[config.mk]
export PLATFORM = sky130hd
export DESIGN_NAME = aluCore
export DESIGN_NICKNAME = d
export VERILOG_FILES = /design/src/logic/isaPkg.sv /design/src/logic/statusPkg.sv /design/src/logic/aluCore.sv /design/src/logic/arithUnit.sv /design/src/logic/logicShiftUnit.sv /design/src/logic/resultMerge.sv
export SDC_FILE = /design/constraint.sdc
export NUM_CORES = 1
export LEC_CHECK = 0
export ABC_AREA = 1
export BUFFER_PORTS_ARGS = -buffer_cell sky130_fd_sc_hd__buf_2
export CORE_MARGIN = 2
export CORE_UTILIZATION = 45
export DETAILED_ROUTE_END_ITERATION = 16
export HOLD_SLACK_MARGIN = 0.15
export PLACE_DENSITY = 0.66
export SLEW_MARGIN = 40
export SYNTH_ARGS = -nofsm -noshare
export SYNTH_HDL_FRONTEND = slang
export SYNTH_HIERARCHICAL = 1
export SYNTH_SLANG_ARGS = --single-unit
[constraint.sdc]
create_clock -name clk -period 3.7 [get_ports clk]
set_clock_uncertainty 0.05 [all_clocks]
set_input_delay 0.74 -clock clk [delete_from_list [all_inputs] [get_ports clk]]
set_output_delay 0.74 -clock clk [all_outputs]
set_load 0.01 [all_outputs]
[src/logic/isaPkg.sv]
package isaPkg;

	////////////////////////////////////////////////////////////
	// Word and opcode widths
	////////////////////////////////////////////////////////////

	// Fixed by the instruction set
	localparam int WORD_WIDTH   = 16;
	localparam int OPCODE_WIDTH = 8;
	localparam int SIGN_BIT     = WORD_WIDTH - 1;
	localparam int SHIFT_BITS   = $clog2(WORD_WIDTH);

	typedef logic [WORD_WIDTH-1:0]   word_t;
	typedef logic [OPCODE_WIDTH-1:0] opcode_t;

	////////////////////////////////////////////////////////////
	// Opcode encodings
	////////////////////////////////////////////////////////////

	// Add and subtract families
	localparam opcode_t ADD    = 8'h05;
	localparam opcode_t ADDI   = 8'h50;
	localparam opcode_t ADDU   = 8'h06;
	localparam opcode_t ADDUI  = 8'h60;
	localparam opcode_t ADDCU  = 8'h07;
	localparam opcode_t ADDCUI = 8'h70;
	localparam opcode_t SUB    = 8'h09;
	localparam opcode_t SUBI   = 8'h90;
	localparam opcode_t CMP    = 8'h0B;
	localparam opcode_t CMPI   = 8'hB0;

	// Bitwise family
	localparam opcode_t TEST   = 8'h08;
	localparam opcode_t AND    = 8'h01;
	localparam opcode_t OR     = 8'h02;
	localparam opcode_t XOR    = 8'h03;
	localparam opcode_t NOT    = 8'h0F;

	// Shifts, count taken from the full B word
	localparam opcode_t LSH    = 8'h84;
	localparam opcode_t LSHI   = 8'h80;
	localparam opcode_t RSH    = 8'h8C;
	localparam opcode_t RSHI   = 8'h81;
	localparam opcode_t ALSH   = 8'h86;
	localparam opcode_t ARSH   = 8'h8E;

	localparam opcode_t NOP    = 8'h00;

	// Which unit produces the result
	typedef enum logic [1:0] {
		ARITH,
		LOGIC,
		NONE
	} opClass_t;

endpackage

[src/logic/statusPkg.sv]
package statusPkg;

	////////////////////////////////////////////////////////////
	// Processor status word
	////////////////////////////////////////////////////////////

	localparam int PSR_WIDTH = 5;

	typedef logic [PSR_WIDTH-1:0] psr_t;

	// Unsigned carry-out of the unsigned add family
	localparam int CARRY_BIT = 4;

	// Signed overflow
	localparam int FLAG_BIT  = 3;

	// Unsigned less-than
	localparam int LOW_BIT   = 2;

	// Sign of result, or signed less-than for compares
	localparam int NEG_BIT   = 1;

	localparam int ZERO_BIT  = 0;

endpackage

[src/logic/aluCore.sv]
`timescale 1ns/1ns

module aluCore
(
	input  logic            clk,
	input  logic            arstN,
	input  logic            exec,
	input  isaPkg::word_t   a,
	input  isaPkg::word_t   b,
	input  isaPkg::opcode_t opcode,
	output isaPkg::word_t   result,
	output statusPkg::psr_t psr
);

	isaPkg::word_t   sum;
	statusPkg::psr_t arithPsr;
	isaPkg::word_t   value;
	statusPkg::psr_t logicPsr;

	// Registered carry back into the adder
	logic carry;

	arithUnit arithUnit_i (
		.a        (a),
		.b        (b),
		.opcode   (opcode),
		.carryIn  (carry),
		.sum      (sum),
		.arithPsr (arithPsr)
	);

	logicShiftUnit logicShiftUnit_i (
		.a        (a),
		.b        (b),
		.opcode   (opcode),
		.value    (value),
		.logicPsr (logicPsr)
	);

	resultMerge resultMerge_i (
		.clk      (clk),
		.arstN    (arstN),
		.exec     (exec),
		.opcode   (opcode),
		.sum      (sum),
		.arithPsr (arithPsr),
		.value    (value),
		.logicPsr (logicPsr),
		.result   (result),
		.psr      (psr),
		.carryOut (carry)
	);

endmodule

[src/logic/arithUnit.sv]
`timescale 1ns/1ns

module arithUnit
(
	input  isaPkg::word_t   a,
	input  isaPkg::word_t   b,
	input  isaPkg::opcode_t opcode,
	input  logic            carryIn,
	output isaPkg::word_t   sum,
	output statusPkg::psr_t arithPsr
);

	// Opcode families
	logic signedAdd;
	logic unsignedAdd;
	logic chainAdd;
	logic signedSub;
	logic compare;

	// Datapath
	logic [isaPkg::WORD_WIDTH:0] addWide;
	isaPkg::word_t               addWord;
	isaPkg::word_t               subWord;
	logic                        addOverflow;
	logic                        subOverflow;
	logic                        unsignedLess;
	logic                        signedLess;

	always_comb
	begin
		signedAdd   = (opcode == isaPkg::ADD) || (opcode == isaPkg::ADDI);
		chainAdd    = (opcode == isaPkg::ADDCU) || (opcode == isaPkg::ADDCUI);
		unsignedAdd = (opcode == isaPkg::ADDU) || (opcode == isaPkg::ADDUI) || chainAdd;
		signedSub   = (opcode == isaPkg::SUB) || (opcode == isaPkg::SUBI);
		compare     = (opcode == isaPkg::CMP) || (opcode == isaPkg::CMPI);
	end

	////////////////////////////////////////////////////////////
	// Adder and subtractor
	////////////////////////////////////////////////////////////

	// Carry-in only enters for the chained adds
	assign addWide = {1'b0, a} + {1'b0, b}
		+ {{isaPkg::WORD_WIDTH{1'b0}}, chainAdd & carryIn};
	assign addWord = addWide[isaPkg::WORD_WIDTH-1:0];
	assign subWord = a - b;

	// Same operand signs, different result sign
	assign addOverflow = (a[isaPkg::SIGN_BIT] == b[isaPkg::SIGN_BIT])
		&& (addWord[isaPkg::SIGN_BIT] != a[isaPkg::SIGN_BIT]);

	// Different operand signs, result sign flipped away from A
	assign subOverflow = (a[isaPkg::SIGN_BIT] != b[isaPkg::SIGN_BIT])
		&& (subWord[isaPkg::SIGN_BIT] != a[isaPkg::SIGN_BIT]);

	assign unsignedLess = a < b;
	assign signedLess   = $signed(a) < $signed(b);

	////////////////////////////////////////////////////////////
	// Result and flag candidates
	////////////////////////////////////////////////////////////

	always_comb
	begin
		sum      = '0;
		arithPsr = '0;
		if (signedAdd || unsignedAdd)
		begin
			sum = addWord;
			arithPsr[statusPkg::LOW_BIT]  = unsignedLess;
			arithPsr[statusPkg::ZERO_BIT] = (addWord == '0);
			if (unsignedAdd)
				arithPsr[statusPkg::CARRY_BIT] = addWide[isaPkg::WORD_WIDTH];
			else
			begin
				arithPsr[statusPkg::FLAG_BIT] = addOverflow;
				arithPsr[statusPkg::NEG_BIT]  = addWord[isaPkg::SIGN_BIT];
			end
		end
		else if (signedSub)
		begin
			sum = subWord;
			arithPsr[statusPkg::FLAG_BIT] = subOverflow;
			arithPsr[statusPkg::LOW_BIT]  = unsignedLess;
			arithPsr[statusPkg::NEG_BIT]  = subWord[isaPkg::SIGN_BIT];
			arithPsr[statusPkg::ZERO_BIT] = (subWord == '0);
		end
		else if (compare)
		begin
			// Flags only, the result stays zero
			arithPsr[statusPkg::LOW_BIT]  = unsignedLess;
			arithPsr[statusPkg::NEG_BIT]  = signedLess;
			arithPsr[statusPkg::ZERO_BIT] = (a == b);
		end
	end

endmodule

[src/logic/logicShiftUnit.sv]
`timescale 1ns/1ns

module logicShiftUnit
(
	input  isaPkg::word_t   a,
	input  isaPkg::word_t   b,
	input  isaPkg::opcode_t opcode,
	output isaPkg::word_t   value,
	output statusPkg::psr_t logicPsr
);

	// Opcode families, NOT kept apart from the two-operand bitwise ops
	logic bitwise;
	logic invert;
	logic shiftLeft;
	logic shiftRight;
	logic shiftArith;

	isaPkg::word_t                   bitwiseWord;
	logic                            countOver;
	logic [isaPkg::SHIFT_BITS-1:0]   count;
	isaPkg::word_t                   signFill;
	logic [2*isaPkg::WORD_WIDTH-1:0] arithWide;

	always_comb
	begin
		bitwise    = (opcode == isaPkg::AND) || (opcode == isaPkg::TEST)
			|| (opcode == isaPkg::OR) || (opcode == isaPkg::XOR);
		invert     = (opcode == isaPkg::NOT);
		shiftLeft  = (opcode == isaPkg::LSH) || (opcode == isaPkg::LSHI)
			|| (opcode == isaPkg::ALSH);
		shiftRight = (opcode == isaPkg::RSH) || (opcode == isaPkg::RSHI);
		shiftArith = (opcode == isaPkg::ARSH);
	end

	// TEST computes the same word as AND
	always_comb
	begin
		if (opcode == isaPkg::OR)
			bitwiseWord = a | b;
		else if (opcode == isaPkg::XOR)
			bitwiseWord = a ^ b;
		else
			bitwiseWord = a & b;
	end

	// Any count bit above the low four shifts everything out
	assign countOver = |b[isaPkg::WORD_WIDTH-1:isaPkg::SHIFT_BITS];
	assign count     = b[isaPkg::SHIFT_BITS-1:0];
	assign signFill  = {isaPkg::WORD_WIDTH{a[isaPkg::SIGN_BIT]}};

	// Sign copies sit above A and slide down into the low word
	assign arithWide = {signFill, a} >> count;

	always_comb
	begin
		value    = '0;
		logicPsr = '0;
		if (bitwise)
		begin
			value = bitwiseWord;
			logicPsr[statusPkg::LOW_BIT] = a < b;
			logicPsr[statusPkg::NEG_BIT] = $signed(a) < $signed(b);
		end
		else if (invert)
			value = ~a;
		else if (shiftLeft && !countOver)
			value = a << count;
		else if (shiftRight && !countOver)
			value = a >> count;
		else if (shiftArith)
			value = countOver ? signFill : arithWide[isaPkg::WORD_WIDTH-1:0];
		logicPsr[statusPkg::ZERO_BIT] = (bitwise || invert || shiftLeft
			|| shiftRight || shiftArith) && (value == '0);
	end

endmodule

[src/logic/resultMerge.sv]
`timescale 1ns/1ns

module resultMerge
(
	input  logic            clk,
	input  logic            arstN,
	input  logic            exec,
	input  isaPkg::opcode_t opcode,
	input  isaPkg::word_t   sum,
	input  statusPkg::psr_t arithPsr,
	input  isaPkg::word_t   value,
	input  statusPkg::psr_t logicPsr,
	output isaPkg::word_t   result,
	output statusPkg::psr_t psr,
	output logic            carryOut
);

	isaPkg::opClass_t opClass;
	isaPkg::word_t    nextResult;
	statusPkg::psr_t  nextPsr;

	////////////////////////////////////////////////////////////
	// Opcode class decode
	////////////////////////////////////////////////////////////

	always_comb
	begin
		case (opcode)
			isaPkg::ADD,
			isaPkg::ADDI,
			isaPkg::ADDU,
			isaPkg::ADDUI,
			isaPkg::ADDCU,
			isaPkg::ADDCUI,
			isaPkg::SUB,
			isaPkg::SUBI,
			isaPkg::CMP,
			isaPkg::CMPI:
				opClass = isaPkg::ARITH;
			isaPkg::TEST,
			isaPkg::AND,
			isaPkg::OR,
			isaPkg::XOR,
			isaPkg::NOT,
			isaPkg::LSH,
			isaPkg::LSHI,
			isaPkg::RSH,
			isaPkg::RSHI,
			isaPkg::ALSH,
			isaPkg::ARSH:
				opClass = isaPkg::LOGIC;
			// NOP lands here with every unknown code
			default:
				opClass = isaPkg::NONE;
		endcase
	end

	always_comb
	begin
		case (opClass)
			isaPkg::ARITH:
			begin
				nextResult = sum;
				nextPsr    = arithPsr;
			end
			isaPkg::LOGIC:
			begin
				nextResult = value;
				nextPsr    = logicPsr;
			end
			default:
			begin
				nextResult = '0;
				nextPsr    = '0;
			end
		endcase
	end

	////////////////////////////////////////////////////////////
	// Output registers, loaded on exec
	////////////////////////////////////////////////////////////

	always_ff @(posedge clk or negedge arstN)
	begin
		if (!arstN)
		begin
			result <= '0;
			psr    <= '0;
		end
		else if (exec)
		begin
			result <= nextResult;
			psr    <= nextPsr;
		end
	end

	// Chains into the next ADDCU or ADDCUI
	assign carryOut = psr[statusPkg::CARRY_BIT];

endmodule

Word level (Yosys, flattened, before mapping). Cells that the tools add are included.

Add/subtract/negate cells: 3. $lt $le $gt $ge: 2. Eq/ne operators: 27. Shifts and indexed selects: 3. Multiplexer cells: 22. Bitwise operators: 5. Reduce and logical (&&, ||, !) cells: 30.

Operator list (count): $mux 16 (10); $eq 8x8->1 const B (8); $logic_not 16->1 (3); $eq 8x4->1 const B (4); $lt 16x16->1 (2); $pmux 16 s2 (1); $shr 32x4->16 (1); $eq 8x3->1 const B (3); $eq 8x7->1 const B (3); $add 16x16->17 (1); $add 17x1->17 (1); $logic_or 1x1->1 (17); $and 16x16->16 (1); $eq 16x16->1 (1); $eq 8x2->1 const B (2); $not 16->16 (1); $or 16x16->16 (1); $shl 16x4->16 (1); $shr 16x4->16 (1); $sub 16x16->16 (1); $xor 16x16->16 (1); $reduce_or 12->1 (1); $reduce_or 11->1 (1); $pmux 5 s2 (1); 14 further kinds (25).

Flip-flop bits (word level): 21. Input bits: 43. Logic and storage cells: 94.

Longest topological paths before layout.
Depth in word-level cells: 10. Depth in mapped cells: 22. Mapped depth without buffers: 22.

Modules after synthesis. The synthesis kept the hierarchy.

Modules (own cells, without submodules): logicShiftUnit (instances 1, cells an instance 672, area each 3435.8 um^2, seq. area each 0.0 um^2); arithUnit (instances 1, cells an instance 490, area each 2663.8 um^2, seq. area each 0.0 um^2); resultMerge (instances 1, cells an instance 207, area each 1500.2 um^2, seq. area each 525.5 um^2).

Least setup slack after synthesis. Ideal clock, no wire load.

Path kind: input to register. Start: input opcode[0]. End: register resultMerge_i.psr[0]. Setup time: 0.073 ns. Data arrival time: 2.656 ns. Data required time: 3.577 ns. Slack: 0.921 ns. Cell stages on the path: 20. Buffers on the path: 0. Cells stage by stage: nand2_1 -> clkinv_1 -> nand2_1 -> nor2_1 -> nor2_1 -> nor2_1 -> fa_1 -> nand2_2 -> nand2_2 -> nand2_2 -> nand2_2 -> xor2_1 -> nand2_1 -> nor2_1 -> nand3_1 -> nor2_2 -> nand3_2 -> nand3_2 -> nand2_1 -> a21oi_2.

Elaborated cells between the ends (all ways): 61.

RTL lines: start: declaration (line aluCore.sv:10) `input isaPkg::opcode_t opcode,`; $eq 8x3->1 / $eq 8x7->1 (equally long branches) (line arithUnit.sv:32) `chainAdd = (opcode == isaPkg::ADDCU) || (opcode == isaPkg::ADDCUI);`; $logic_or 1x1->1 (line arithUnit.sv:32); $and 1x1->1 (line arithUnit.sv:44) `+ {{isaPkg::WORD_WIDTH{1'b0}}, chainAdd & carryIn};`; $add 17x1->17 (line arithUnit.sv:44); $logic_not 16->1 (line arithUnit.sv:71) `arithPsr[statusPkg::ZERO_BIT] = (addWord == '0);`; $mux 4 * (line arithUnit.sv:67) `if (signedAdd || unsignedAdd)`; net arithPsr[0] (line aluCore.sv:16) `statusPkg::psr_t arithPsr;`; $pmux 5 s2 * (line resultMerge.sv:60) `case (opClass)`; end signal: assignment (line resultMerge.sv:93) `psr <= nextPsr;`; end: declaration (line resultMerge.sv:14) `output statusPkg::psr_t psr,`.

Mark *: on every way through the listed nets, which the timed path passes. The rest lies on a longest branch. A chain may end at the register's enable or synchronous reset.

Worst setup path in the final report.
Start: input opcode[7]. End: register resultMerge_i.psr[0].

The elaborated chain is that of the path after synthesis.

==> run summary <==
Remaining global-route overflow = 0
Clk_lat worst skew = 250 ps
N_diodes = 0
Root Buffer = clkbuf_16
Post-DP HPWL = 21,500 um
Number of max-cap violations = 0
Sequential area share after synthesis = 0.0691
Pre-CTS WS = 337 ps
Pin count of the biggest net entering global routing = 43
Delay-heaviest family, CP = simple AND/OR/NAND/NOR gates
Chip width = 134 um
Mux contribution to synthesized area = 0
Post-CTS setup buffers = 0
Synth Area in XOR/XNOR = 0.0104
Power Density = 169 nW/um2
Max stage delay on crit path = 480 ps
Worst-path clk slew = 60 ps
Post-synthesis compound-gate area fraction = 0.116
Yosys reg bits = 21
Max Fclk = 322 MHz
Worst path slowest cell = fa_1
Post-synth ARST share = 1.00
Dpl cells = 1,618
Cell with the most instances after synthesis = nand2_1
Vias per Instance = 5.49
Final setup vio count = 0
Final Slew Violations = 0
Antenna violations before repair = 0
Main combinational cell family by area after synthesis = simple AND/OR/NAND/NOR gates
DR vias = 8,909
Area delta synth->final = 5.68%
Final worst slack = 596 ps
Arr. time, crit path = 3230 ps
RSZ-0062 raised after global routing = no
Syn avg cell area = 5.55 um2
Critical path data required time = 3830 ps
PostCTS Resize Cnt = 0
Post-synth top area share = 0.198
Simple-gate area share of the yosys netlist = 0.523
Buffers and inverters on the worst path = 1
R2R setup slack = 1360 ps
Ranking of synthesized cells by area = nand2_1, nand3_1, ha_1
Worst Tran Pin Value = 692 ps
Sink Count = 21
Sum of negative setup slack = 0 ps
Core area = 16,500 um2
Netlist cell types = 52
Outcome = finished clean
Initial DRC Count = 777
Cell Count, Final, Fillers Out = 1,622
Synth cell count leaders = nand2_1, nand3_1, nor2_1
Number of fill cells in the layout = 1,814
WS Path Type = input port to register
First-pass GRT wire length = 41,200 um
Slew Limit Headroom = 0.539
Maximum clock path buffer count = 2
Critical Path Source = opcode[7]
DRC errors left = 0
Chip height = 134 um
Ys flop type = dfrtp_1
Average routed wire per standard cell = 16.0 um
Setup crit start kind = input port
Most used cell, CP = nor2_1
Vias in the first global route = 7,901
CTS tree = built
Min-delay worst type = input port to asynchronous set/reset pin
DR pass1 iterations = 6
Final worst-path cycle share = 0.839
Die area = 17,900 um2
CP endpoint kind = register
CTS buffer count = 3
Post-synthesis cell area = 7600 um2
Final GP Congestion = 0.984
YS warnings = 6
Hold Vio Cnt, Final = 0
Leakage power total = 4.40 nW
Top cell type by total area after synthesis = nand2_1
I/O Pins = 64
Syn Inst Count = 1,369
Overall global routing resource usage = 0.284
Post-Synth Adder-Cell Area = 0.137
VDD IR max = 207 uV
I/O Buffers = 63
Final WL = 25,900 um
Tmin final = 3100 ps
Post-route ant nets = 0
Cell Chain, Critical Path = buf_2 -> nor2_1 -> nand2_1 -> nor2_1 -> nor2_1 -> nor2_1 -> fa_1 -> nand2_2 -> nand2_2 -> nand2_2 -> nand2_2 -> xor2_1 -> nand2_1 -> nor2_1 -> nand3_1 -> nor2_2 -> nand3_2 -> nand3_2 -> nand2_1 -> a21oi_2
Nets = 1,528
Initial core utilization = 0.460
R2R Path Start = resultMerge_i/psr[4]$_DFFE_PN0P_
Post-CTS Hold Buffers = 0
Post-synth EDFFs = 0
H-Tree Depth = 1
Num rows = 47
Layout cells sized above 1 = 0.150
CP max FO = 12
placed cells by master, fill, tap and decap left out, types with 3 or more instances in the layout:
| cell | n |
|---|---|
| a21oi_1 | 42 |
| a21oi_2 | 26 |
| a31oi_1 | 5 |
| buf_2 | 63 |
| buf_4 | 17 |
| clkbuf_16 | 3 |
| clkinv_1 | 3 |
| dfrtp_1 | 21 |
| ha_1 | 80 |
| inv_1 | 157 |
| inv_2 | 20 |
| nand2_1 | 401 |
| nand2_2 | 26 |
| nand3_1 | 206 |
| nand3_2 | 20 |
| nand3b_1 | 3 |
| nand4_1 | 26 |
| nor2_1 | 160 |
| nor2_2 | 16 |
| nor2_4 | 3 |
| nor3_2 | 4 |
| nor4_1 | 3 |
| o211ai_1 | 4 |
| o21ai_0 | 38 |
| o21ai_1 | 14 |
| o22ai_1 | 3 |
| xor2_1 | 7 |
final cells by class:
cell class / count / area (um2) / area share
clock buffer: 4 / 78.8 / 0.00981
inverter: 182 / 687 / 0.0855
multi-input combinational: 1113 / 5980 / 0.745
sequential: 21 / 526 / 0.0654
tap: 220 / 275 / 0.0343
timing repair buffer: 82 / 483 / 0.0601
metrics by stage:
| stage | power (mW) | area [um2] | util | hold WS [ps] |
|---|---|---|---|---|
| 4_1_cts | 1.34 | 8030 | 0.486 | 405 |
| 3_5_place_dp | 1.11 | 7950 | 0.481 | 448 |
| 3_3_place_gp | 1.11 | 7950 | 0.481 | 438 |
| 5_1_grt | 1.47 | 8030 | 0.486 | 433 |
| 2_1_floorplan | 0.879 | 7600 | - | 394 |
| 6_report | 1.36 | 8030 | 0.486 | 388 |
flip-flops by register name, indices dropped and copies added (netlist names):
name and cells:
resultMerge_i/psr 5, resultMerge_i/result 16
kinds of logic (layout without fill, tap and decap cells):
logic type / Yosys count / after routing
AO/OA/AOI/OAI: 144 / 144
XOR/XNOR: 9 / 9
adder cells (fa/ha/maj): 82 / 82
buffers and inverters: 236 / 268
flip-flops: 21 / 21
other: 1 / 2
AND/OR/NAND/NOR: 876 / 876
metal layers:
| metal | part of all wire | track usage | up-vias | wire [um] |
|---|---|---|---|---|
| met5 | 0 | 0 | - | 0 |
| met4 | 0.030 | 0.0774 | 0 | 770 |
| met3 | 0.10 | 0.0268 | 45 | 2710 |
| met2 | 0.41 | 0.428 | 462 | 10600 |
| met1 | 0.46 | 0.429 | 3930 | 11900 |
| li1 | - | - | 4472 | - |
where the power goes:
part           switching, mW  internal [mW]  total [mW]
clock network         0.0787          0.147       0.225
logic                  0.606          0.270       0.876
registers            0.00822          0.246       0.254
final timing paths:
path | endpoint | depth (start not counted)
setup reg to reg | resultMerge_i/psr[0]$_DFFE_PN0P_ | 16
min in group clk | resultMerge_i/psr[3]$_DFFE_PN0P_ | 2
setup / recovery | resultMerge_i/psr[0]$_DFFE_PN0P_ | 20
hold reg to reg | resultMerge_i/psr[3]$_DFFE_PN0P_ | 2
max in group asynchronous | resultMerge_i/psr[0]$_DFFE_PN0P_ | 1
hold / removal | resultMerge_i/result[3]$_DFFE_PN0P_ | 1
(Power assumes the default switching activity.)
